[config.mk]
export PLATFORM = sky130hd
export DESIGN_NAME = video_timing
export DESIGN_NICKNAME = d
export VERILOG_FILES = /design/src/common/gui_pkg.sv /design/src/hw/video_timing.sv
export SDC_FILE = /design/constraint.sdc
export NUM_CORES = 1
export LEC_CHECK = 0
export ABC_AREA = 0
export BUFFER_PORTS_ARGS = -buffer_cell sky130_fd_sc_hd__buf_4
export CAP_MARGIN = 40
export CORE_MARGIN = 1
export CORE_UTILIZATION = 55
export CTS_BUF_LIST = sky130_fd_sc_hd__clkbuf_16
export DETAILED_ROUTE_END_ITERATION = 12
export GPL_ROUTABILITY_DRIVEN = 0
export HOLD_SLACK_MARGIN = 0.06
export PLACE_DENSITY = 0.81
export SETUP_SLACK_MARGIN = 0.2
export SLEW_MARGIN = 20
export SYNTH_ARGS = -nofsm -noshare
export SYNTH_HDL_FRONTEND = slang
export SYNTH_SLANG_ARGS = --single-unit
[constraint.sdc]
create_clock -name clk_pixel -period 3.1 [get_ports clk_pixel]
set_input_delay 0.155 -clock clk_pixel [delete_from_list [all_inputs] [get_ports clk_pixel]]
set_output_delay 0.155 -clock clk_pixel [all_outputs]
set_load 0.02 [all_outputs]
[src/common/gui_pkg.sv]
// ~~~~~~~~~~~~~~~~~~~~~~~~~~~~~~~~~~~~~~~~~~~~~~~~~~~~~~~~~~~~~~~~~~~~~~~~~
// raster constants are for 640x480 at 60 Hz with a 25 MHz class pixel clock
// tiles are 32x16 pixels, so the index is {y[9:4], x[9:5]}
// ~~~~~~~~~~~~~~~~~~~~~~~~~~~~~~~~~~~~~~~~~~~~~~~~~~~~~~~~~~~~~~~~~~~~~~~~~
`default_nettype none

package gui_pkg;

    typedef logic [9:0]  coord_t;      // beam or pointer coordinate
    typedef logic [8:0]  color_t;      // rgb 3:3:3
    typedef logic [10:0] tile_addr_t;  // row (6 bits) then column (5 bits)

    localparam coord_t h_visible = 10'd640;
    localparam coord_t h_front   = 10'd16;
    localparam coord_t h_sync    = 10'd96;
    localparam coord_t h_back    = 10'd48;
    localparam coord_t h_total   = h_visible + h_front + h_sync + h_back;  // 800

    localparam coord_t v_visible = 10'd480;
    localparam coord_t v_front   = 10'd10;
    localparam coord_t v_sync    = 10'd2;
    localparam coord_t v_back    = 10'd33;
    localparam coord_t v_total   = v_visible + v_front + v_sync + v_back;  // 525

    localparam coord_t pointer_reset_x = 10'd320;
    localparam coord_t pointer_reset_y = 10'd240;

    localparam color_t crosshair_color   = 9'h1FF;
    localparam color_t first_paint_color = 9'h049;
    localparam color_t paint_color_step  = 9'h035;  // wraps modulo 512

    typedef enum logic [1:0] {idle, data, parity, stop} ps2_state_e;
    typedef enum logic {wait_req, ack_high} hs_state_e;

    // tile under a screen coordinate
    function automatic tile_addr_t tile_index(input coord_t x, input coord_t y);
        return {y[9:4], x[9:5]};
    endfunction

endpackage

`default_nettype wire

[src/hw/video_timing.sv]
// ~~~~~~~~~~~~~~~~~~~~~~~~~~~~~~~~~~~~~~~~~~~~~~~~~~~~~~~~~~~~~~~~~~~~~~~~~
// 640x480 at 60 Hz, active-low syncs, decodes are combinational from the counters
// starts on the last line after reset, so the first full frame follows one line later
// ~~~~~~~~~~~~~~~~~~~~~~~~~~~~~~~~~~~~~~~~~~~~~~~~~~~~~~~~~~~~~~~~~~~~~~~~~
`timescale 1ns/1ns
`default_nettype none

module video_timing (
    input  wire logic       clk_pixel,
    input  wire logic       arst_n,
    output gui_pkg::coord_t beam_x,
    output gui_pkg::coord_t beam_y,
    output logic            hsync,
    output logic            vsync,
    output logic            blank
);
    import gui_pkg::*;

    localparam coord_t hs_start = h_visible + h_front;   // 656
    localparam coord_t hs_end   = hs_start + h_sync;      // 752
    localparam coord_t vs_start = v_visible + v_front;    // 490
    localparam coord_t vs_end   = vs_start + v_sync;      // 492

    logic line_end, frame_end;

    assign line_end  = (beam_x == h_total - 10'd1);
    assign frame_end = (beam_y == v_total - 10'd1);

    always_ff @(posedge clk_pixel or negedge arst_n)
    begin
        if (!arst_n)
        begin
            beam_x <= '0;
            beam_y <= v_total - 10'd1;   // inside vertical blank
        end
        else
        begin
            if (line_end)
            begin
                beam_x <= '0;
                if (frame_end)
                    beam_y <= '0;
                else
                    beam_y <= beam_y + 10'd1;
            end
            else
            begin
                beam_x <= beam_x + 10'd1;
            end
        end
    end

    // sync pulses sit between front and back porch
    assign hsync = !(beam_x >= hs_start && beam_x < hs_end);
    assign vsync = !(beam_y >= vs_start && beam_y < vs_end);
    assign blank = (beam_x >= h_visible) || (beam_y >= v_visible);

endmodule

`default_nettype wire

After elaboration in Yosys (flattened, before gate mapping):

Index checks and enable logic that the tools add are counted.

* register bits: 20
* input bits: 2
* output and inout bits: 23
* word-level logic and storage cells: 19

* $add $sub $neg: 2
* order comparisons: 6
* equality and inequality tests: 2
* mux-type cells: 2
* reduce and logical (&&, ||, !) cells: 5

Operators by type and width (number)
* adder 10 x 1 -> 10 bit (second input constant): 2
* equality test 10 bit (second input constant): 2
* >= comparator 10 bit (second input constant): 2
* >= comparator 10 x 9 -> 1 bit (second input constant): 2
* two-way mux 10 bit: 2
* < comparator 10 bit (second input constant): 1
* < comparator 10 x 9 -> 1 bit (second input constant): 1
* logical AND 1 bit: 2
* zero test 1 bit: 2
* logical OR 1 bit: 1

Depth between registers and ports, before layout:

* depth after elaboration: 3
* depth in mapped cells: 6
* gate-level depth less buffers: 6

Least setup slack after synthesis:

No wires, ideal clock.

* kind: register to register
* start: reg beam_x[0]
* end: reg beam_y[9]
* setup time: 0.073 ns
* arrival: 2.115 ns
* data required time: 3.027 ns
* slack: 0.912 ns
* stages on the path, launching flop included: 7
* buffers on the path: 1
* clock period less this slack: 2.188 ns
* cell sequence: dfrtp_1 ha_1 nand4_1 or3_1 buf_2 or4_1 a21oi_1

* longest elaborated chain between the ends: 1

RTL lines
* start: declaration: RTL line video_timing.sv:11 `output gui_pkg::coord_t beam_x,`
* start signal: assignment: RTL line video_timing.sv:48 `beam_x <= beam_x + 10'd1;`
* equality test 10 bit: RTL line video_timing.sv:26 `assign line_end = (beam_x == h_total - 10'd1);`
* end signal: assignment: RTL line video_timing.sv:34 `beam_y <= v_total - 10'd1;`
* end signal: assignment: RTL line video_timing.sv:44 `beam_y <= beam_y + 10'd1;`
* end: declaration: RTL line video_timing.sv:12 `output gui_pkg::coord_t beam_y,`

Every way passes these cells.
A chain may end at the register's enable or synchronous reset.

Worst setup path in the final report:

Same ends and word-level chain as after synthesis.

==> run metrics <==
Clock Latency Late Sink=0.25 ns; CP delay by family, top=simple AND/OR/NAND/NOR gates; post_cts resized=0; core area=0.001764 mm²; outcome=complete, no violations; CP endpoint kind=register; vias in the first global route=790; Die X=45.64 µm; yosys warns=0; Wirelength per Cell=14.26 µm; FF-to-FF path depth=5; Avg Cell Area, Syn=9.787 µm²; most common cell after layout, fill and taps aside=buf_4; DR DRC count=0; setup_tns=0 ns; worst-path cell chain=ha_1, nand4_1, or3_1, or4_1, a21oi_1; Synth cell types=26; RR Startpoint=beam_x[0]; crit path launch type=register; Yosys reg bits=20; CTS H-tree lvls=1; Synth Instances=107; FMAX=445.4 MHz; CTS buffer count=3; GR Util met3=3.968%; DRT antenna net count=0; largest net degree at the start of global routing=21; Layout fillers=129; reg2reg end=beam_y[9]; row count=15; final setup fails=0; met1 usage=36.76%; area fraction of the dominant cell type after synthesis=40.62%; DRT Pass-1 Iters=4; Layout Nets=142; fin util=75.82%; critical path required time=3.28 ns; CTS root buf=clkbuf_16; overall routing resource usage=24.77%; drt total wl=2268 µm; DIE AREA=0.002083 mm²; share of cells above drive strength 1=24.63%; Final Cycle Share=72.43%; post-synth top area cell=dfrtp_1; Worst path slowest cell=or3_1; total nets after synthesis=114; Hold-fix buffers, CTS=1; classification of the worst setup path=register to register; CTS sink cnt=20; Leak Pwr=0.0006067 µW; worst hold path type=input pin to asynchronous set/reset pin; CP bufs+invs=0; WP data arrival=2.43 ns; Port Buffers=24; worst setup margin=0.8548 ns; largest cells by area after synthesis=dfrtp_1, dfstp_2, xnor2_1; R2R setup slack=0.85 ns; clock buffer depth=2; relative slew slack=43.97%; Clock Pin Slew Worst Setup and Hold Paths=0.06 ns; via count=880; gr ovfl total=0; register area share after synthesis=48.15%; Slew @ Worst Pin=0.8340 ns; CTS tree=yes; die height=45.64 µm; skew final=0.002593 ns; met2 GRT Util=35.14%; Worst VDD drop=0.3211 mV; Slew Limit Fails=0; most frequent cells in the layout=buf_4, dfrtp_1, nor2_1, nand3_1, xnor2_1; worst-path maximum fanout=6; footprint of the multi-input gates=506.7 µm²; antenna diode count=0; FF/Latch Area=504.2 µm²; Max Cap Viol=0; Post-DP HPWL=1553 µm; first-pass GRT wire length=3560 µm; Crit path largest cell delay=0.54 ns; Finished Layout Cells=159; Setup Buffers After CTS=0; total power=535.9 µW; First DRT Iteration DRCs=28; P&R area growth vs syn=27.72%; RSZ-0062 raised after global routing=no; Power Dens Cells=400.6 mW/mm²; Cell Area, Synth=0.001047 mm²; Via-to-Cell Ratio=5.535; placed insts=154; Final Critical Period=2.245 ns; dpl ws=0.9409 ns; Final Hold Viols=0; antenna violations before repair=0; I/O pin cnt=25; Initial Util=59.36%; busiest grt layer=met1
[where the power goes]
part / internal (µW) / leakage, µW / switching, µW / total (µW)
registers: 261 / 0.000254 / 0 / 261
clock network: 172 / 0.0000385 / 95.9 / 268
logic: 1.69 / 0.000314 / 5.04 / 6.73
total: 435 / 0.000607 / 101 / 536
[flip-flops by register name, summed over array words and instances, names as in the netlist]
| name | flops |
|---|---|
| beam_x | 10 |
| beam_y | 10 |
[cell families (layout without fill, tap and decap cells)]
kind of cell / after synthesis / count (layout) / share of synthesized area (%)
simple gates: 50 / 50 / 25.33
xor+xnor: 14 / 14 / 11.71
fa+ha+maj: 5 / 5 / 5.974
compound gates: 9 / 9 / 5.376
flops: 20 / 20 / 48.15
buf+inv: 9 / 36 / 3.465
[worst max path at each step]
stage | endpoint | from | depth (start not counted)
2_1_floorplan | beam_y[9] | beam_x[0] | 6
3_3_place_gp | beam_y[9] | beam_x[0] | 5
3_5_place_dp | beam_y[9] | beam_x[0] | 5
4_1_cts | beam_y[9] | beam_x[0] | 5
5_1_grt | beam_y[9] | beam_x[0] | 5
6_report | beam_y[9] | beam_x[0] | 5
[layout make-up]
type                       instances  share of cell area, %
sequential                        20                  37.70
timing repair buffer              25                  14.22
clock inverter                     1                 0.2806
tap                               25                  2.339
inverter                           7                  1.964
multi-input combinational         78                  37.89
clock buffer                       3                  5.613
[routing by layer]
layer	part of all wire (%)	vias up
met3	4.1	4
met2	47	26
met4	1.3	0
li1	-	429
met1	48	421
met5	0	-
[synth_stat cells]
library cell / number
nand3b_1: 1
o21ai_0: 4
o2111ai_1: 1
o31ai_1: 2
and3_2: 2
nor3_1: 3
and2_2: 1
nor4b_1: 2
dfstp_2: 3
ha_1: 5
dfrtp_1: 17
inv_1: 7
nor2_1: 12
xnor2_1: 9
nand3_1: 11
a21oi_1: 1
buf_2: 2
nor4_1: 4
nand4_1: 3
and3_1: 2
nand2_1: 5
nor3b_1: 1
or4_1: 1
a21o_1: 1
or3_1: 2
xor2_1: 5
[through the flow]
| stage | hold slack, ns | instance area (µm²) |
|---|---|---|
| 6_report | 0.3435 | 1338 |
| 5_1_grt | 0.3709 | 1338 |
| 4_1_cts | 0.3245 | 1338 |
| 3_5_place_dp | 0.04354 | 1249 |
| 3_3_place_gp | 0.04175 | 1249 |
| 2_1_floorplan | -0.1406 | 1047 |
[worst register-to-register path, stage by stage (launching register included)]
cell and delay, ns:
dfrtp_1 0.44, ha_1 0.27, nand4_1 0.25, or3_1 0.54, or4_1 0.53, a21oi_1 0.16
Power figures use the tool's default switching activity.
