`config.mk`:
```
export PLATFORM = sky130hd
export DESIGN_NAME = mouse_tracker
export DESIGN_NICKNAME = d
export VERILOG_FILES = /design/src/common/gui_pkg.sv /design/src/hw/mouse/mouse_tracker.sv
export SDC_FILE = /design/constraint.sdc
export NUM_CORES = 1
export LEC_CHECK = 0
export BUFFER_PORTS_ARGS = -buffer_cell sky130_fd_sc_hd__buf_2
export CAP_MARGIN = 0
export CORE_AREA = 2 2 104 106
export DETAILED_ROUTE_END_ITERATION = 8
export DIE_AREA = 0 0 106 108
export GPL_TIMING_DRIVEN = 0
export PLACE_DENSITY = 0.49
export SLEW_MARGIN = 40
export SYNTH_ARGS = -nofsm -noshare
export SYNTH_HDL_FRONTEND = slang
export SYNTH_SLANG_ARGS = --single-unit
```
`constraint.sdc`:
```
create_clock -name clk_pixel -period 4 [get_ports clk_pixel]
set_input_delay 0 -clock clk_pixel [delete_from_list [all_inputs] [get_ports clk_pixel]]
set_output_delay 0 -clock clk_pixel [all_outputs]
set_load 0.01 [all_outputs]
```
`src/common/gui_pkg.sv`:
```
// ~~~~~~~~~~~~~~~~~~~~~~~~~~~~~~~~~~~~~~~~~~~~~~~~~~~~~~~~~~~~~~~~~~~~~~~~~
// raster constants are for 640x480 at 60 Hz with a 25 MHz class pixel clock
// tiles are 32x16 pixels, so the index is {y[9:4], x[9:5]}
// ~~~~~~~~~~~~~~~~~~~~~~~~~~~~~~~~~~~~~~~~~~~~~~~~~~~~~~~~~~~~~~~~~~~~~~~~~
`default_nettype none

package gui_pkg;

    typedef logic [9:0]  coord_t;      // beam or pointer coordinate
    typedef logic [8:0]  color_t;      // rgb 3:3:3
    typedef logic [10:0] tile_addr_t;  // row (6 bits) then column (5 bits)

    localparam coord_t h_visible = 10'd640;
    localparam coord_t h_front   = 10'd16;
    localparam coord_t h_sync    = 10'd96;
    localparam coord_t h_back    = 10'd48;
    localparam coord_t h_total   = h_visible + h_front + h_sync + h_back;  // 800

    localparam coord_t v_visible = 10'd480;
    localparam coord_t v_front   = 10'd10;
    localparam coord_t v_sync    = 10'd2;
    localparam coord_t v_back    = 10'd33;
    localparam coord_t v_total   = v_visible + v_front + v_sync + v_back;  // 525

    localparam coord_t pointer_reset_x = 10'd320;
    localparam coord_t pointer_reset_y = 10'd240;

    localparam color_t crosshair_color   = 9'h1FF;
    localparam color_t first_paint_color = 9'h049;
    localparam color_t paint_color_step  = 9'h035;  // wraps modulo 512

    typedef enum logic [1:0] {idle, data, parity, stop} ps2_state_e;
    typedef enum logic {wait_req, ack_high} hs_state_e;

    // tile under a screen coordinate
    function automatic tile_addr_t tile_index(input coord_t x, input coord_t y);
        return {y[9:4], x[9:5]};
    endfunction

endpackage

`default_nettype wire

```
`src/hw/mouse/mouse_tracker.sv`:
```
// ~~~~~~~~~~~~~~~~~~~~~~~~~~~~~~~~~~~~~~~~~~~~~~~~~~~~~~~~~~~~~~~~~~~~~~~~~
// pointer is clamped to the visible 640x480 area, overflow bits are ignored
// ~~~~~~~~~~~~~~~~~~~~~~~~~~~~~~~~~~~~~~~~~~~~~~~~~~~~~~~~~~~~~~~~~~~~~~~~~
`timescale 1ns/1ns
`default_nettype none

module mouse_tracker (
    input  wire logic       clk_pixel,
    input  wire logic       arst_n,
    input  wire logic       pkt_req,
    input  wire logic [7:0] pkt_status,
    input  wire logic [7:0] pkt_dx,
    input  wire logic [7:0] pkt_dy,
    output logic            pkt_ack,
    output gui_pkg::coord_t mouse_x,
    output gui_pkg::coord_t mouse_y,
    output logic [2:0]      mouse_btn
);
    import gui_pkg::*;

    hs_state_e hs_state;
    logic apply_q;                 // latched packet waits to be applied
    logic [8:0] dx_q, dy_q;        // 9-bit two's complement deltas
    logic [2:0] btn_q;
    logic signed [11:0] x_sum, y_sum;

    function automatic coord_t clamp_coord(input logic signed [11:0] v, input coord_t hi);
        coord_t r;
        if (v < 0)
            r = '0;
        else if (v > $signed({2'b00, hi}))
            r = hi;
        else
            r = v[9:0];
        return r;
    endfunction

    assign x_sum = $signed({2'b00, mouse_x}) + $signed({{3{dx_q[8]}}, dx_q});
    assign y_sum = $signed({2'b00, mouse_y}) - $signed({{3{dy_q[8]}}, dy_q});  // ps2 y is up

    always_ff @(posedge clk_pixel or negedge arst_n)
    begin
        if (!arst_n)
        begin
            hs_state  <= wait_req;
            pkt_ack   <= 1'b0;
            apply_q   <= 1'b0;
            mouse_x   <= pointer_reset_x;
            mouse_y   <= pointer_reset_y;
            mouse_btn <= '0;
        end
        else
        begin
            apply_q <= 1'b0;
            case (hs_state)
                wait_req:
                    if (pkt_req)
                    begin
                        pkt_ack  <= 1'b1;
                        apply_q  <= 1'b1;
                        hs_state <= ack_high;
                    end
                ack_high:
                    if (!pkt_req)
                    begin
                        pkt_ack  <= 1'b0;
                        hs_state <= wait_req;
                    end
                default: hs_state <= wait_req;
            endcase

            if (apply_q)
            begin
                mouse_x   <= clamp_coord(x_sum, h_visible - 10'd1);
                mouse_y   <= clamp_coord(y_sum, v_visible - 10'd1);
                mouse_btn <= btn_q;
            end
        end
    end

    always_ff @(posedge clk_pixel)
    begin
        if (hs_state == wait_req && pkt_req)
        begin
            dx_q  <= {pkt_status[4], pkt_dx};
            dy_q  <= {pkt_status[5], pkt_dy};
            btn_q <= pkt_status[2:0];   // left, right, middle
        end
    end

    a_x_visible: assert property (@(posedge clk_pixel) disable iff (!arst_n)
        mouse_x < h_visible)
        else $error("mouse_x left the visible area");

endmodule

`default_nettype wire

```
After elaboration in Yosys (flattened, before gate mapping)
Index checks and enable logic that the tools add are counted.
Cells by class
  reduce and logical (&&, ||, !) cells: 2
  muxes and demuxes: 9
  bitwise logic cells: 1
  add/sub/neg operators: 2
  $lt $le $gt $ge: 4
  equal/unequal tests: 2
Operators with widths (count)
  $mux W10: 4
  $lt A12 B1 Y1 const B: 2
  $add A11 B9 Y12: 1
  $gt A12 B10 Y1 const B: 1
  $gt A12 B11 Y1 const B: 1
  $sub A11 B9 Y12: 1
  $mux W1: 4
  $ne A2 B2 Y1 const B: 2
  $pmux W1 S2: 1
  $reduce_and A2 Y1: 1
  $logic_and A1 B1 Y1: 1
  $not A1 Y1: 1
Word-level totals
  input bits: 27
  output and inout bits: 24
  flip-flop bits (word level): 47
  word-level logic and storage cells: 29

Depth between registers and ports, before layout
  word-level depth: 4
  gate-level depth with buffers: 11
  gate-level depth less buffers: 11

Least setup slack after synthesis
OpenSTA, ideal clock, no wires.
  path type: flip-flop to flip-flop
  from: reg mouse_y[0]
  to: reg mouse_y[5]
  slack: 1.361 ns
  stages on the path, launching flop included: 12
  period minus slack after synthesis: 2.639 ns
  buffers on the path: 0
  arrival: 2.559 ns
  data required time: 3.920 ns
  cells stage by stage: dfrtp_1 inv_1 ha_1 inv_1 fa_1 a21oi_1 o22ai_1 o41ai_4 mux2_2 o211ai_1 a21oi_1 a32o_1
On the way
  word-level cells in the longest chain between the ends: 4
  elaborated cells between the ends (all ways): 5
Ends and longest elaborated chain
  start, declared: line mouse_tracker.sv:16  | output gui_pkg::coord_t mouse_y,
  start signal, assigned: line mouse_tracker.sv:49  | mouse_y <= pointer_reset_y;
  start signal, assigned: line mouse_tracker.sv:75  | mouse_y <= clamp_coord(y_sum, v_visible - 10'd1);
  $sub A11 B9 Y12 *: line mouse_tracker.sv:39  | assign y_sum = $signed({2'b00, mouse_y}) - $signed({{3{dy_q[8]}}, dy_q});
  $gt A12 B10 Y1: line mouse_tracker.sv:31  | else if (v > $signed({2'b00, hi}))
  $mux W10: line mouse_tracker.sv:31
  $mux W10 *: line mouse_tracker.sv:29  | if (v < 0)
Every way passes the cells marked *; elsewhere a longest branch is shown, timed or not.
A chain may end at the register's enable or synchronous reset.

Worst setup path after layout
  from: reg mouse_y[0]
  to: reg mouse_y[2]
Same word-level chain as after synthesis.

==> flow_metrics.py <==
metrics = {
    "synthesis": {
        "synthFlopType": "edfxtp_1",
        "synth.distinct_cells": 60,
        "synth_top_area_frac": 0.209,
        "ys_warn_count": 0,
        "ys_seq_area_frac": 0.428,
        "synth-seq-cells": 47,
        "syn_area_per_cell_um2": 10.5,
        "synth-edff-count": 21,
        "synthCells": 287,
        "synth_top_area_cell": "edfxtp_1",
        "async_reset_ff_frac": 0.553,
        "synthTopCellsByArea": "edfxtp_1 (21%), dfrtp_1 (17%), ha_1 (9.6%)",
        "syn_nets": 339,
        "netlist_area_mm2": 0.00301,
    },
    "routing": {
        "vias": 2439,
        "drt-pass1-iter-count": 5,
        "ant_nets": 0,
        "route.detailed.drc": 0,
        "drt_iter0_drc": 116,
        "routed_wl_mm": 7.10,
        "viasPerCell": 4.87,
        "drt-wirelength-per-cell_um": 14.2,
    },
    "clock_network": {
        "worst_skew_pair.late_latency_ps": 320,
        "post-cts-setup-buffers": 0,
        "cts_root_buffer": "clkbuf_8",
        "cts_resized": 0,
        "htree_levels": 2,
        "cts_sinks": 47,
        "cts_made_buffers": 5,
        "clockBufferDepth": 2,
        "cts_tree": "done",
        "clkTransAtPathRegs_ps": 100,
    },
    "global_routing": {
        "grt_max_degree": 27,
        "grt_use_total": 0.131,
        "grt_first_pass_wirelength_mm": 11.7,
        "first_global_vias": 2319,
        "grt_overflow_total": 0,
        "antenna_found_initial": 0,
    },
    "worst_setup_path": {
        "cp_max_fo": 7,
        "slowest_stage": "a21oi_1",
        "critical_path_class": "reg -> reg",
        "cp.arrival_ps": 3260,
        "crit_path_end_kind": "flop",
        "rr_endpoint": "mouse_y[2]",
        "critPathMaxStageDelay_ps": 530,
        "reg2reg_slack_ps": 900,
        "reg2reg_depth": 11,
        "cp.required_ps": 4160,
        "crit_chain": "inv_1, ha_1, inv_1, fa_1, a21oi_1, o22ai_1, o41ai_4, mux2_2, o211ai_1, a21oi_1, a32oi_1",
        "regToRegStartpoint": "mouse_y[0]",
        "cp-start-kind": "flop",
    },
    "timing": {
        "holdWs_ps": 246,
        "maxSlewHeadroom": 0.541,
        "fin_setup_tns_ps": 0,
        "rsz0062_at_grt": "false",
        "skew_ps": 9.91,
        "timing.fmax_ghz": 0.322,
        "hold_violations": 0,
        "period_share": 0.775,
        "setup_viol": 0,
        "min_period_ps": 3100,
        "worstMarginPinSlew_ps": 675,
        "finalMaxSlewViolations": 0,
    },
    "placement": {
        "io_buffers": 47,
        "hpwl_mm": 5.07,
        "gp_congestion": 0.825,
    },
    "min_path": {
        "min_path_type": "in -> async",
    },
    "cells_and_area": {
        "area_growth_pct": 24.4,
        "fill_cells": 1034,
        "nets": 416,
        "diodes": 0,
        "drive_above_1_share": 0.225,
    },
    "die": {
        "dieArea_mm2": 0.0114,
        "ios": 51,
        "num_rows": 37,
        "die_h_um": 108,
        "core_area_mm2": 0.0102,
        "die_w_um": 106,
        "start_util": 0.294,
    },
    "job": {
        "max_cap_violations": 0,
    },
    "power_and_ir_drop": {
        "vdd_ir_drop_max_v": 0.000303,
        "power_density_mw_per_mm2": 608,
        "power_leakage_nw": 1.62,
    },
    "run_status": {
        "outcome": "finished, final reports clean",
    },
}
[cells in the mapped netlist, drive strengths merged (4+ instances only)]
library cell  count
a21oi            17
o32ai             6
nor2             22
a211oi            4
dfstp             6
inv              23
nand2            18
o21ai            12
o211ai            4
ha               23
or2               4
xnor2             9
nand2b           12
nand3             5
a21o              5
edfxtp           21
dfrtp            20
mux2              5
xor2              4
nor2b             6
nor3             12
[power breakdown]
part | internal (W) | switching (W)
registers | 0.000621 | 0.0000864
clock network | 0.000125 | 0.000185
logic | 0.000571 | 0.000689
total | 0.00132 | 0.000961
[sequential cells by signal, summed over array words and instances (netlist names)]
register	count
mouse_x	10
btn_q	3
pkt_ack	1
mouse_btn	3
mouse_y	10
dy_q	9
apply_q	1
dx_q	9
hs_state	1
[cells by family (layout without fill, tap and decap cells)]
family	count (synthesis)	count (layout)	synth area share
simple gates	92	92	0.163
compound gates	74	74	0.196
flops	47	47	0.428
buf+inv	28	106	0.0366
fa+ha+maj	25	25	0.109
xor+xnor	13	13	0.0378
mux	8	8	0.0299
[area by class of cell]
type                       instances  area [um2]  share of cell area
tap                              136         170              0.0454
clock inverter                     3        25.0             0.00668
multi-input combinational        212        1620               0.432
buffer                             5        23.8             0.00634
inverter                          23        86.3              0.0230
clock buffer                       5        68.8              0.0184
timing repair buffer              70         465               0.124
sequential                        47        1290               0.344
[metrics by stage]
stage                util  total power (W)  instances  setup slack [ps]  instance area (um2)
floorplan               -          0.00166        287              1360                 3010
CTS                 0.366          0.00231        501               908                 3750
global placement    0.334          0.00195        470               974                 3420
finish              0.366          0.00228        501               899                 3750
detailed placement  0.335          0.00196        470               923                 3420
global route        0.366          0.00248        501               660                 3750
[critical path, delay by kind of cell (launching register included)]
kind            cells  cell delay, ps
flops               1             410
compound gates      6            1620
mux                 1             230
fa+ha+maj           2             560
buf+inv             2             120
[cells in the final DEF (no fill, tap or decap), types with 4 or more instances in the layout]
cell           instances
a21o_1                 5
a21oi_1               17
buf_2                 48
clkbuf_8               5
dfrtp_1               20
dfstp_2                6
dlygate4sd3_1         23
edfxtp_1              21
ha_1                  22
inv_1                 23
mux2_2                 5
nand2_1               18
nand2b_1              12
nand3_1                5
nor2_1                21
nor2b_1                6
nor3_1                12
o211ai_1               4
o21ai_0               11
o32ai_1                5
xnor2_1                9
xor2_1                 4
[metal layers]
metal	vias to the layer above	wire length, um	GRT usage
met4	0	93	0.0395
met3	5	205	0.0211
li1	1221	-	-
met1	1163	3510	0.179
met5	-	0	0
met2	50	3290	0.214
[how the worst max path moves through the flow]
stage | startpoint | endpoint | slack [ps] | cells past startpoint
floorplan | mouse_y[0] | mouse_y[5] | 1360 | 11
global placement | mouse_x[0] | mouse_x[1] | 970 | 10
detailed placement | mouse_y[0] | mouse_y[2] | 920 | 11
CTS | mouse_y[0] | mouse_y[2] | 910 | 11
global route | mouse_y[0] | mouse_y[2] | 660 | 11
finish | mouse_y[0] | mouse_y[2] | 900 | 11
[what timing repair did]
action	in CTS	in global routing
hold endpoints to repair	42	0
hold buffers	23	0
setup endpoints to repair	0	0
(Power assumes the default switching activity.)
