==> src/common/gui_pkg.sv <==
// ~~~~~~~~~~~~~~~~~~~~~~~~~~~~~~~~~~~~~~~~~~~~~~~~~~~~~~~~~~~~~~~~~~~~~~~~~
// raster constants are for 640x480 at 60 Hz with a 25 MHz class pixel clock
// tiles are 32x16 pixels, so the index is {y[9:4], x[9:5]}
// ~~~~~~~~~~~~~~~~~~~~~~~~~~~~~~~~~~~~~~~~~~~~~~~~~~~~~~~~~~~~~~~~~~~~~~~~~
`default_nettype none

package gui_pkg;

    typedef logic [9:0]  coord_t;      // beam or pointer coordinate
    typedef logic [8:0]  color_t;      // rgb 3:3:3
    typedef logic [10:0] tile_addr_t;  // row (6 bits) then column (5 bits)

    localparam coord_t h_visible = 10'd640;
    localparam coord_t h_front   = 10'd16;
    localparam coord_t h_sync    = 10'd96;
    localparam coord_t h_back    = 10'd48;
    localparam coord_t h_total   = h_visible + h_front + h_sync + h_back;  // 800

    localparam coord_t v_visible = 10'd480;
    localparam coord_t v_front   = 10'd10;
    localparam coord_t v_sync    = 10'd2;
    localparam coord_t v_back    = 10'd33;
    localparam coord_t v_total   = v_visible + v_front + v_sync + v_back;  // 525

    localparam coord_t pointer_reset_x = 10'd320;
    localparam coord_t pointer_reset_y = 10'd240;

    localparam color_t crosshair_color   = 9'h1FF;
    localparam color_t first_paint_color = 9'h049;
    localparam color_t paint_color_step  = 9'h035;  // wraps modulo 512

    typedef enum logic [1:0] {idle, data, parity, stop} ps2_state_e;
    typedef enum logic {wait_req, ack_high} hs_state_e;

    // tile under a screen coordinate
    function automatic tile_addr_t tile_index(input coord_t x, input coord_t y);
        return {y[9:4], x[9:5]};
    endfunction

endpackage

`default_nettype wire

==> src/hw/mouse/ps2_mouse_rx.sv <==
// ~~~~~~~~~~~~~~~~~~~~~~~~~~~~~~~~~~~~~~~~~~~~~~~~~~~~~~~~~~~~~~~~~~~~~~~~~
// receive only; the mouse must already be in stream mode
// ps2_filter_len must be at least 2; packets finishing during a handshake are dropped
// ~~~~~~~~~~~~~~~~~~~~~~~~~~~~~~~~~~~~~~~~~~~~~~~~~~~~~~~~~~~~~~~~~~~~~~~~~
`timescale 1ns/1ns
`default_nettype none

module ps2_mouse_rx #(
    parameter int ps2_filter_len = 4
) (
    input  wire logic       clk_pixel,
    input  wire logic       arst_n,
    input  wire logic       ps2_clk,
    input  wire logic       ps2_dat,
    input  wire logic       pkt_ack,
    output logic            pkt_req,
    output logic [7:0]      pkt_status,
    output logic [7:0]      pkt_dx,
    output logic [7:0]      pkt_dy
);
    import gui_pkg::*;

    logic clk_s1, clk_s2, dat_s1, dat_s2;
    logic [ps2_filter_len-2:0] clk_hist;
    logic [ps2_filter_len-1:0] clk_win;    // newest sample in bit 0
    logic clk_filt, clk_fall, clk_edge;
    logic [11:0] gap_cnt;
    logic timeout, byte_done, pkt_load, busy;
    ps2_state_e state;
    logic [2:0] bit_cnt;
    logic par_ok;
    logic [1:0] byte_cnt;                  // good bytes of the packet so far
    logic [7:0] shreg, byte0_q, byte1_q;

    assign clk_win  = {clk_hist, clk_s2};
    assign clk_fall = clk_filt && (clk_win == '0);
    assign clk_edge = clk_fall || (!clk_filt && (&clk_win));
    assign busy     = pkt_req || pkt_ack;  // handshake not back to rest
    assign timeout  = gap_cnt[11] && (state != idle || byte_cnt != 2'd0);

    // stop bit sampled and byte is good
    assign byte_done = clk_fall && !timeout && state == stop && dat_s2 && par_ok;
    assign pkt_load  = byte_done && byte_cnt == 2'd2 && !busy;

    always_ff @(posedge clk_pixel or negedge arst_n)
    begin
        if (!arst_n)
        begin
            {clk_s1, clk_s2, dat_s1, dat_s2} <= '1;   // idle bus is high
            clk_hist <= '1;
            clk_filt <= 1'b1;
            gap_cnt  <= '0;
        end
        else
        begin
            clk_s1 <= ps2_clk;
            clk_s2 <= clk_s1;
            dat_s1 <= ps2_dat;
            dat_s2 <= dat_s1;
            clk_hist <= clk_win[ps2_filter_len-2:0];
            if (clk_edge)
                clk_filt <= !clk_filt;
            if (clk_edge)
                gap_cnt <= '0;
            else if (!gap_cnt[11])
                gap_cnt <= gap_cnt + 12'd1;  // saturates at 2048
        end
    end

    always_ff @(posedge clk_pixel or negedge arst_n)
    begin
        if (!arst_n)
        begin
            state    <= idle;
            bit_cnt  <= '0;
            par_ok   <= 1'b0;
            byte_cnt <= '0;
            pkt_req  <= 1'b0;
        end
        else
        begin
            if (timeout)
            begin
                state    <= idle;            // drop the partial packet
                byte_cnt <= '0;
            end
            else if (clk_fall)
            begin
                case (state)
                    idle:
                        if (!dat_s2)
                        begin
                            state   <= data;
                            bit_cnt <= '0;
                        end
                    data:
                    begin
                        bit_cnt <= bit_cnt + 3'd1;
                        if (bit_cnt == 3'd7)
                            state <= parity;
                    end
                    parity:
                    begin
                        par_ok <= ^{shreg, dat_s2};  // odd parity
                        state  <= stop;
                    end
                    stop:
                    begin
                        state <= idle;
                        if (!byte_done || byte_cnt == 2'd2)
                            byte_cnt <= '0;
                        else if (byte_cnt != 2'd0 || shreg[3])
                            byte_cnt <= byte_cnt + 2'd1;  // byte 0 needs bit 3 set
                    end
                    default: state <= idle;
                endcase
            end

            if (pkt_load)
                pkt_req <= 1'b1;
            else if (pkt_ack)
                pkt_req <= 1'b0;
        end
    end

    always_ff @(posedge clk_pixel)
    begin
        if (clk_fall && state == data)
            shreg <= {dat_s2, shreg[7:1]};   // lsb first
        if (byte_done && byte_cnt == 2'd0)
            byte0_q <= shreg;
        if (byte_done && byte_cnt == 2'd1)
            byte1_q <= shreg;
        if (pkt_load)
        begin
            pkt_status <= byte0_q;
            pkt_dx     <= byte1_q;
            pkt_dy     <= shreg;
        end
    end

    a_pkt_stable: assert property (@(posedge clk_pixel) disable iff (!arst_n)
        pkt_req && $past(pkt_req) |-> $stable({pkt_status, pkt_dx, pkt_dy}))
        else $error("packet changed while pkt_req high");

    a_req_hold: assert property (@(posedge clk_pixel) disable iff (!arst_n)
        $fell(pkt_req) |-> $past(pkt_ack))
        else $error("pkt_req dropped before pkt_ack");

endmodule

`default_nettype wire

==> config.mk <==
export PLATFORM = sky130hd
export DESIGN_NAME = ps2_mouse_rx
export DESIGN_NICKNAME = d
export VERILOG_FILES = /design/src/common/gui_pkg.sv /design/src/hw/mouse/ps2_mouse_rx.sv
export SDC_FILE = /design/constraint.sdc
export NUM_CORES = 1
export LEC_CHECK = 0
export ABC_CLOCK_PERIOD_IN_PS = 4800
export BUFFER_PORTS_ARGS = -buffer_cell sky130_fd_sc_hd__buf_2
export CAP_MARGIN = 20
export CORE_MARGIN = 8
export CORE_UTILIZATION = 40
export CTS_BUF_LIST = sky130_fd_sc_hd__clkbuf_16
export DETAILED_ROUTE_END_ITERATION = 6
export GPL_TIMING_DRIVEN = 0
export PLACE_DENSITY = 0.68
export SKIP_CTS_REPAIR_TIMING = 1
export SLEW_MARGIN = 20
export SYNTH_ARGS = -nofsm -noshare
export SYNTH_HDL_FRONTEND = slang
export SYNTH_SLANG_ARGS = --single-unit
export TNS_END_PERCENT = 1
==> constraint.sdc <==
create_clock -name clk_pixel -period 4.8 [get_ports clk_pixel]
set_input_delay 0.24 -clock clk_pixel [delete_from_list [all_inputs] [get_ports clk_pixel]]
set_output_delay 0.24 -clock clk_pixel [all_outputs]
set_load 0.01 [all_outputs]
Yosys cells after proc, flatten, opt, wreduce, memory -nomap -nowiden
Index checks and enable logic that the tools add are counted.

Add/sub/neg operators: 3. Eq/ne operators: 10. Multiplexer cells: 16. Bitwise operators: 1. Reduce and logical (&&, ||, !) cells: 37.

Operator list (number): $mux W12 (2); $mux W2 (9); $add A12 B1 Y12 const B (1); $logic_and A1 B1 Y1 (12); $reduce_bool A2 Y1 (6); $reduce_and A3 Y1 (3); $reduce_xor A9 Y1 (1); $pmux W2 S4 (1); $reduce_and A4 Y1 (2); $eq A2 B2 Y1 const B (3); $ne A3 B3 Y1 const B (2); $pmux W3 S2 (1); $logic_or A1 B1 Y1 (5); $eq A2 B1 Y1 const B (2); $logic_not A1 Y1 (4); $logic_not A2 Y1 (2); $logic_not A4 Y1 (1); $ne A2 B2 Y1 const B (2); $add A3 B1 Y3 const B (1); $eq A3 B3 Y1 const B (1); $mux W3 (1); $reduce_bool A3 Y1 (1); $add A2 B1 Y2 const B (1); $mux W1 (2); $not A1 Y1 (1).

Register bits after elaboration: 77. Input port bits: 5. Output and inout bits: 25. Logic and storage cells: 86.

Longest topological paths before layout
Word-level depth: 14. Mapped depth: 7.

Worst setup path before layout
No wires, ideal clock.

Kind: register to register. Start point: reg state[0]. End point: reg pkt_dx[0] (enable). Library setup time: 435 ps. Arrival: 2912 ps. Required time: 4365 ps. Path slack: 1453 ps. Stages on the path, launching flop included: 8. Path buffers: 1. Period minus slack after synthesis: 3347 ps. Cell sequence: dfrtp_1 > inv_1 > ha_1 > buf_6 > a21boi_4 > nor4b_2 > nand2_1 > nor3_1.

Cells in the longest elaborated chain, start to end: 10. Elaborated cells on any way between the ends: 11.

RTL lines: start, declared (RTL line ps2_mouse_rx.sv:29) `ps2_state_e state;`; start signal, assigned (RTL line ps2_mouse_rx.sv:74) `state <= idle;`; start signal, assigned (RTL line ps2_mouse_rx.sv:84) `state <= idle;`; start signal, assigned (RTL line ps2_mouse_rx.sv:93) `state <= data;`; $reduce_bool A2 Y1 (RTL line ps2_mouse_rx.sv:39) `assign timeout = gap_cnt[11] && (state != idle || byte_cnt != 2'd0);`; $logic_or A1 B1 Y1 (RTL line ps2_mouse_rx.sv:39); $logic_and A1 B1 Y1 (RTL line ps2_mouse_rx.sv:39); $logic_not A1 Y1 (RTL line ps2_mouse_rx.sv:42) `assign byte_done = clk_fall && !timeout && state == stop && dat_s2 && par_ok;`; $logic_and A1 B1 Y1 (RTL line ps2_mouse_rx.sv:42); $logic_and A1 B1 Y1 (*) (3 in a row) (RTL line ps2_mouse_rx.sv:42); $logic_and A1 B1 Y1 (*) (2 in a row) (RTL line ps2_mouse_rx.sv:43) `assign pkt_load = byte_done && byte_cnt == 2'd2 && !busy;`; net pkt_load (RTL line ps2_mouse_rx.sv:28) `logic timeout, byte_done, pkt_load, busy;`; end signal, assigned (RTL line ps2_mouse_rx.sv:137) `pkt_dx <= byte1_q;`; end, declared (RTL line ps2_mouse_rx.sv:18) `output logic [7:0] pkt_dx,`.

Mark *: on every way through the listed nets, which the timed path passes. The rest lies on a longest branch. A chain may end at the register's enable or synchronous reset.

Final worst setup path
Start point: reg state[0]. End point: reg pkt_dy[7] (enable).

Cells in the longest elaborated chain, start to end: 10. Elaborated cells on any way between the ends: 11.

RTL lines: $reduce_bool A2 Y1 (RTL line ps2_mouse_rx.sv:39); $logic_or A1 B1 Y1 (RTL line ps2_mouse_rx.sv:39); $logic_and A1 B1 Y1 (RTL line ps2_mouse_rx.sv:39); $logic_not A1 Y1 (RTL line ps2_mouse_rx.sv:42); $logic_and A1 B1 Y1 (RTL line ps2_mouse_rx.sv:42); $logic_and A1 B1 Y1 (*) (3 in a row) (RTL line ps2_mouse_rx.sv:42); $logic_and A1 B1 Y1 (*) (2 in a row) (RTL line ps2_mouse_rx.sv:43); net pkt_load (RTL line ps2_mouse_rx.sv:28); end signal, assigned (RTL line ps2_mouse_rx.sv:138) `pkt_dy <= shreg;`; end, declared (RTL line ps2_mouse_rx.sv:19) `output logic [7:0] pkt_dy`.

Marked as above.

==> flow_summary.yaml <==
status:
  status: "finished, final reports clean"
hold_path:
  hold_class: "input pin to flip-flop"
die:
  core_mm2: 0.00757
  num_rows: 32
  pin_count: 30
  die_area_mm2: 0.0107
  die_y_um: 104
  initial_core_util_pct: 40.5
  die_w_um: 104
layout:
  final_cell_mix: "edfxtp_1 (48), buf_2 (30), dfrtp_1 (21), nor2_1 (19)"
  drive_gt1_share_pct: 27.3
  nets: 259
  area_delta_synth_final_pct: 19.9
  diodes: 0
  final_common_cell: "edfxtp_1"
yosys:
  synth_flop_cell: "edfxtp_1"
  synth_largest_area_cell: "edfxtp_1"
  yosysUniqueCellTypes: 44
  yosys_warnings: 0
  synth_cells: 199
  synth-seq-cells: 77
  yosysSeqAreaShare_pct: 71.0
  synth_edf_count: 48
  netlist_area_mm2: 0.00306
  synthesis.nets: 214
  synth_top_area_share_pct: 47.0
  async_flop_share_pct: 37.7
  synth.avg_cell_area_um2: 15.4
  synth_area_leaders: "edfxtp_1 (47%), dfrtp_1 (17%), dfstp_2 (6.9%)"
critical_path:
  setup.worst_path.end_class: "flip-flop"
  arrival_ns: 2.54
  cp_max_fo: 12
  crit_required_ns: 4.84
  worstSetupPathType: "flip-flop to flip-flop"
  start_kind: "flip-flop"
detailed_routing:
  wl_met2_mm: 2.19
  via_count: 1626
  vias_per_cell: 4.63
  wl_per_cell_um: 12.9
  drt-initial-drc-count: 89
  dr.max_layer_used: "met4"
  wl_mm: 4.54
  wl_met3_um: 336
  dr.pass1.iters: 4
  drc: 0
  ant_nets: 0
  wl_met1_mm: 1.95
sta:
  hold_viol_final: 0
  finClkSkew_ns: 0.00589
  period_share_pct: 52.1
  finalSetupViolCount: 0
  setup_tns_ns: 0
  rsz0062_at_grt: "no"
  fin_ws_ns: 2.30
  max_slew_margin_pct: 57.4
  slew_violations: 0
  worstMarginPinSlew_ns: 0.638
  period_needed_ns: 2.50
  max_clock_freq_ghz: 0.400
pwr:
  powerDensity_mw_per_mm2: 408
  power_leakage_nw: 1.42
  ir_worst_vdd_mv: 0.258
global_route:
  grt_pass1_vias: 1683
  grt.overflow.total: 0
  grt_max_degree: 30
  grt_use_total_pct: 9.20
  antenna_found_initial: 0
  grt_pass1_wl_mm: 7.84
clock_tree:
  insertion_delay_ns: 0.33
  clk_pin_slew_ns: 0.06
  h-tree-depth: 3
  numCtsBuffers: 9
  cts.path.max_buffers: 2
  cts_tree: "built"
  clockRootBuffer: "clkbuf_16"
  cts.sinks: 77
place:
  portBuffers: 29
  place_congestion: 0.778
  pre_cts_slack_ns: 2.29
  dp_hpwl_mm: 3.09
run:
  maxCapViolations: 0
[registers in the layout, indices dropped and copies added, names as in the netlist, 2 cells and up]
name	flops
gap_cnt	12
byte0_q	8
byte1_q	8
pkt_dx	8
pkt_dy	8
pkt_status	8
shreg	8
bit_cnt	3
clk_hist	3
byte_cnt	2
state	2
[logic make-up after synthesis]
| logic type | Yosys count | share of synthesized area [%] |
|---|---|---|
| compound gates | 20 | 4.82 |
| xor+xnor | 17 | 5.31 |
| fa+ha+maj | 10 | 4.08 |
| buf+inv | 12 | 2.00 |
| flops | 77 | 71.0 |
| mux | 3 | 1.14 |
| simple gates | 60 | 11.6 |
[per-stage QoR]
stage / power [mW] / cell area (µm²) / utilization (%) / cells / hold slack (ns)
floorplan: 0.842 / 3060 / - / 199 / -0.0556
global placement: 0.864 / 3340 / 44.1 / 330 / 0.293
detailed placement: 0.869 / 3360 / 44.4 / 332 / 0.304
CTS: 1.52 / 3640 / 48.1 / 348 / -0.0651
global route: 1.56 / 3670 / 48.5 / 351 / 0.0745
finish: 1.50 / 3670 / 48.5 / 351 / 0.0804
[worst max-delay path, cell delays in order, from the launching register on]
cell and delay [ns]:
dfrtp_1 0.41, inv_1 0.12, ha_1 0.17, buf_6 0.14
a21boi_4 0.09, nor4b_2 0.42, nand2_1 0.12, nor3_2 0.26
buf_4 0.26, buf_4 0.21
[report_power, final]
group	internal [mW]	switching, mW
Combinational	0.0434	0.0508
Clock	0.361	0.281
Sequential	0.731	0.0316
Total	1.14	0.364
[final timing paths]
kind	startpoint	end	slack, ns	depth (start not counted)
min in group asynchronous	arst_n	gap_cnt[6]	0.46	2
worst min register to register	clk_s1	clk_s2	0.36	0
worst min-delay path	pkt_ack	pkt_req	0.08	2
max in group asynchronous	arst_n	gap_cnt[1]	3.92	2
worst max register to register	state[0]	pkt_dy[7]	2.30	9
worst max-delay path	state[0]	pkt_dy[7]	2.30	9
[synthesized netlist by cell type (all sizes together), types with 2 or more instances]
library cell / instances
edfxtp: 48
dfrtp: 21
nor2: 19
ha: 10
xnor2: 10
dfstp: 8
inv: 8
a21oi: 6
nand2: 6
xor2: 6
nor3: 5
a31oi: 4
nand3b: 4
nand4: 4
and2: 3
buf: 3
nor2b: 3
and3: 2
mux2i: 2
nand3: 2
nand4b: 2
nor4: 2
o21ai: 2
[layout make-up]
cell class	count	area, µm²
Inverter	8	30.0
Buffer	4	31.3
Sequential cell	77	2180
Timing Repair Buffer	34	190
Tap cell	102	128
Multi-Input combinational cell	110	831
Clock buffer	9	225
Fill cell	639	3890
Clock inverter	7	61.3
[routing by layer]
| layer | vias to the layer above | global-route usage (%) |
|---|---|---|
| li1 | 818 | - |
| met1 | 767 | 9.59 |
| met2 | 35 | 14.7 |
| met3 | 6 | 5.39 |
| met4 | 0 | 4.09 |
| met5 | - | 0 |
Note: power is estimated with default switching activity, not from simulation.
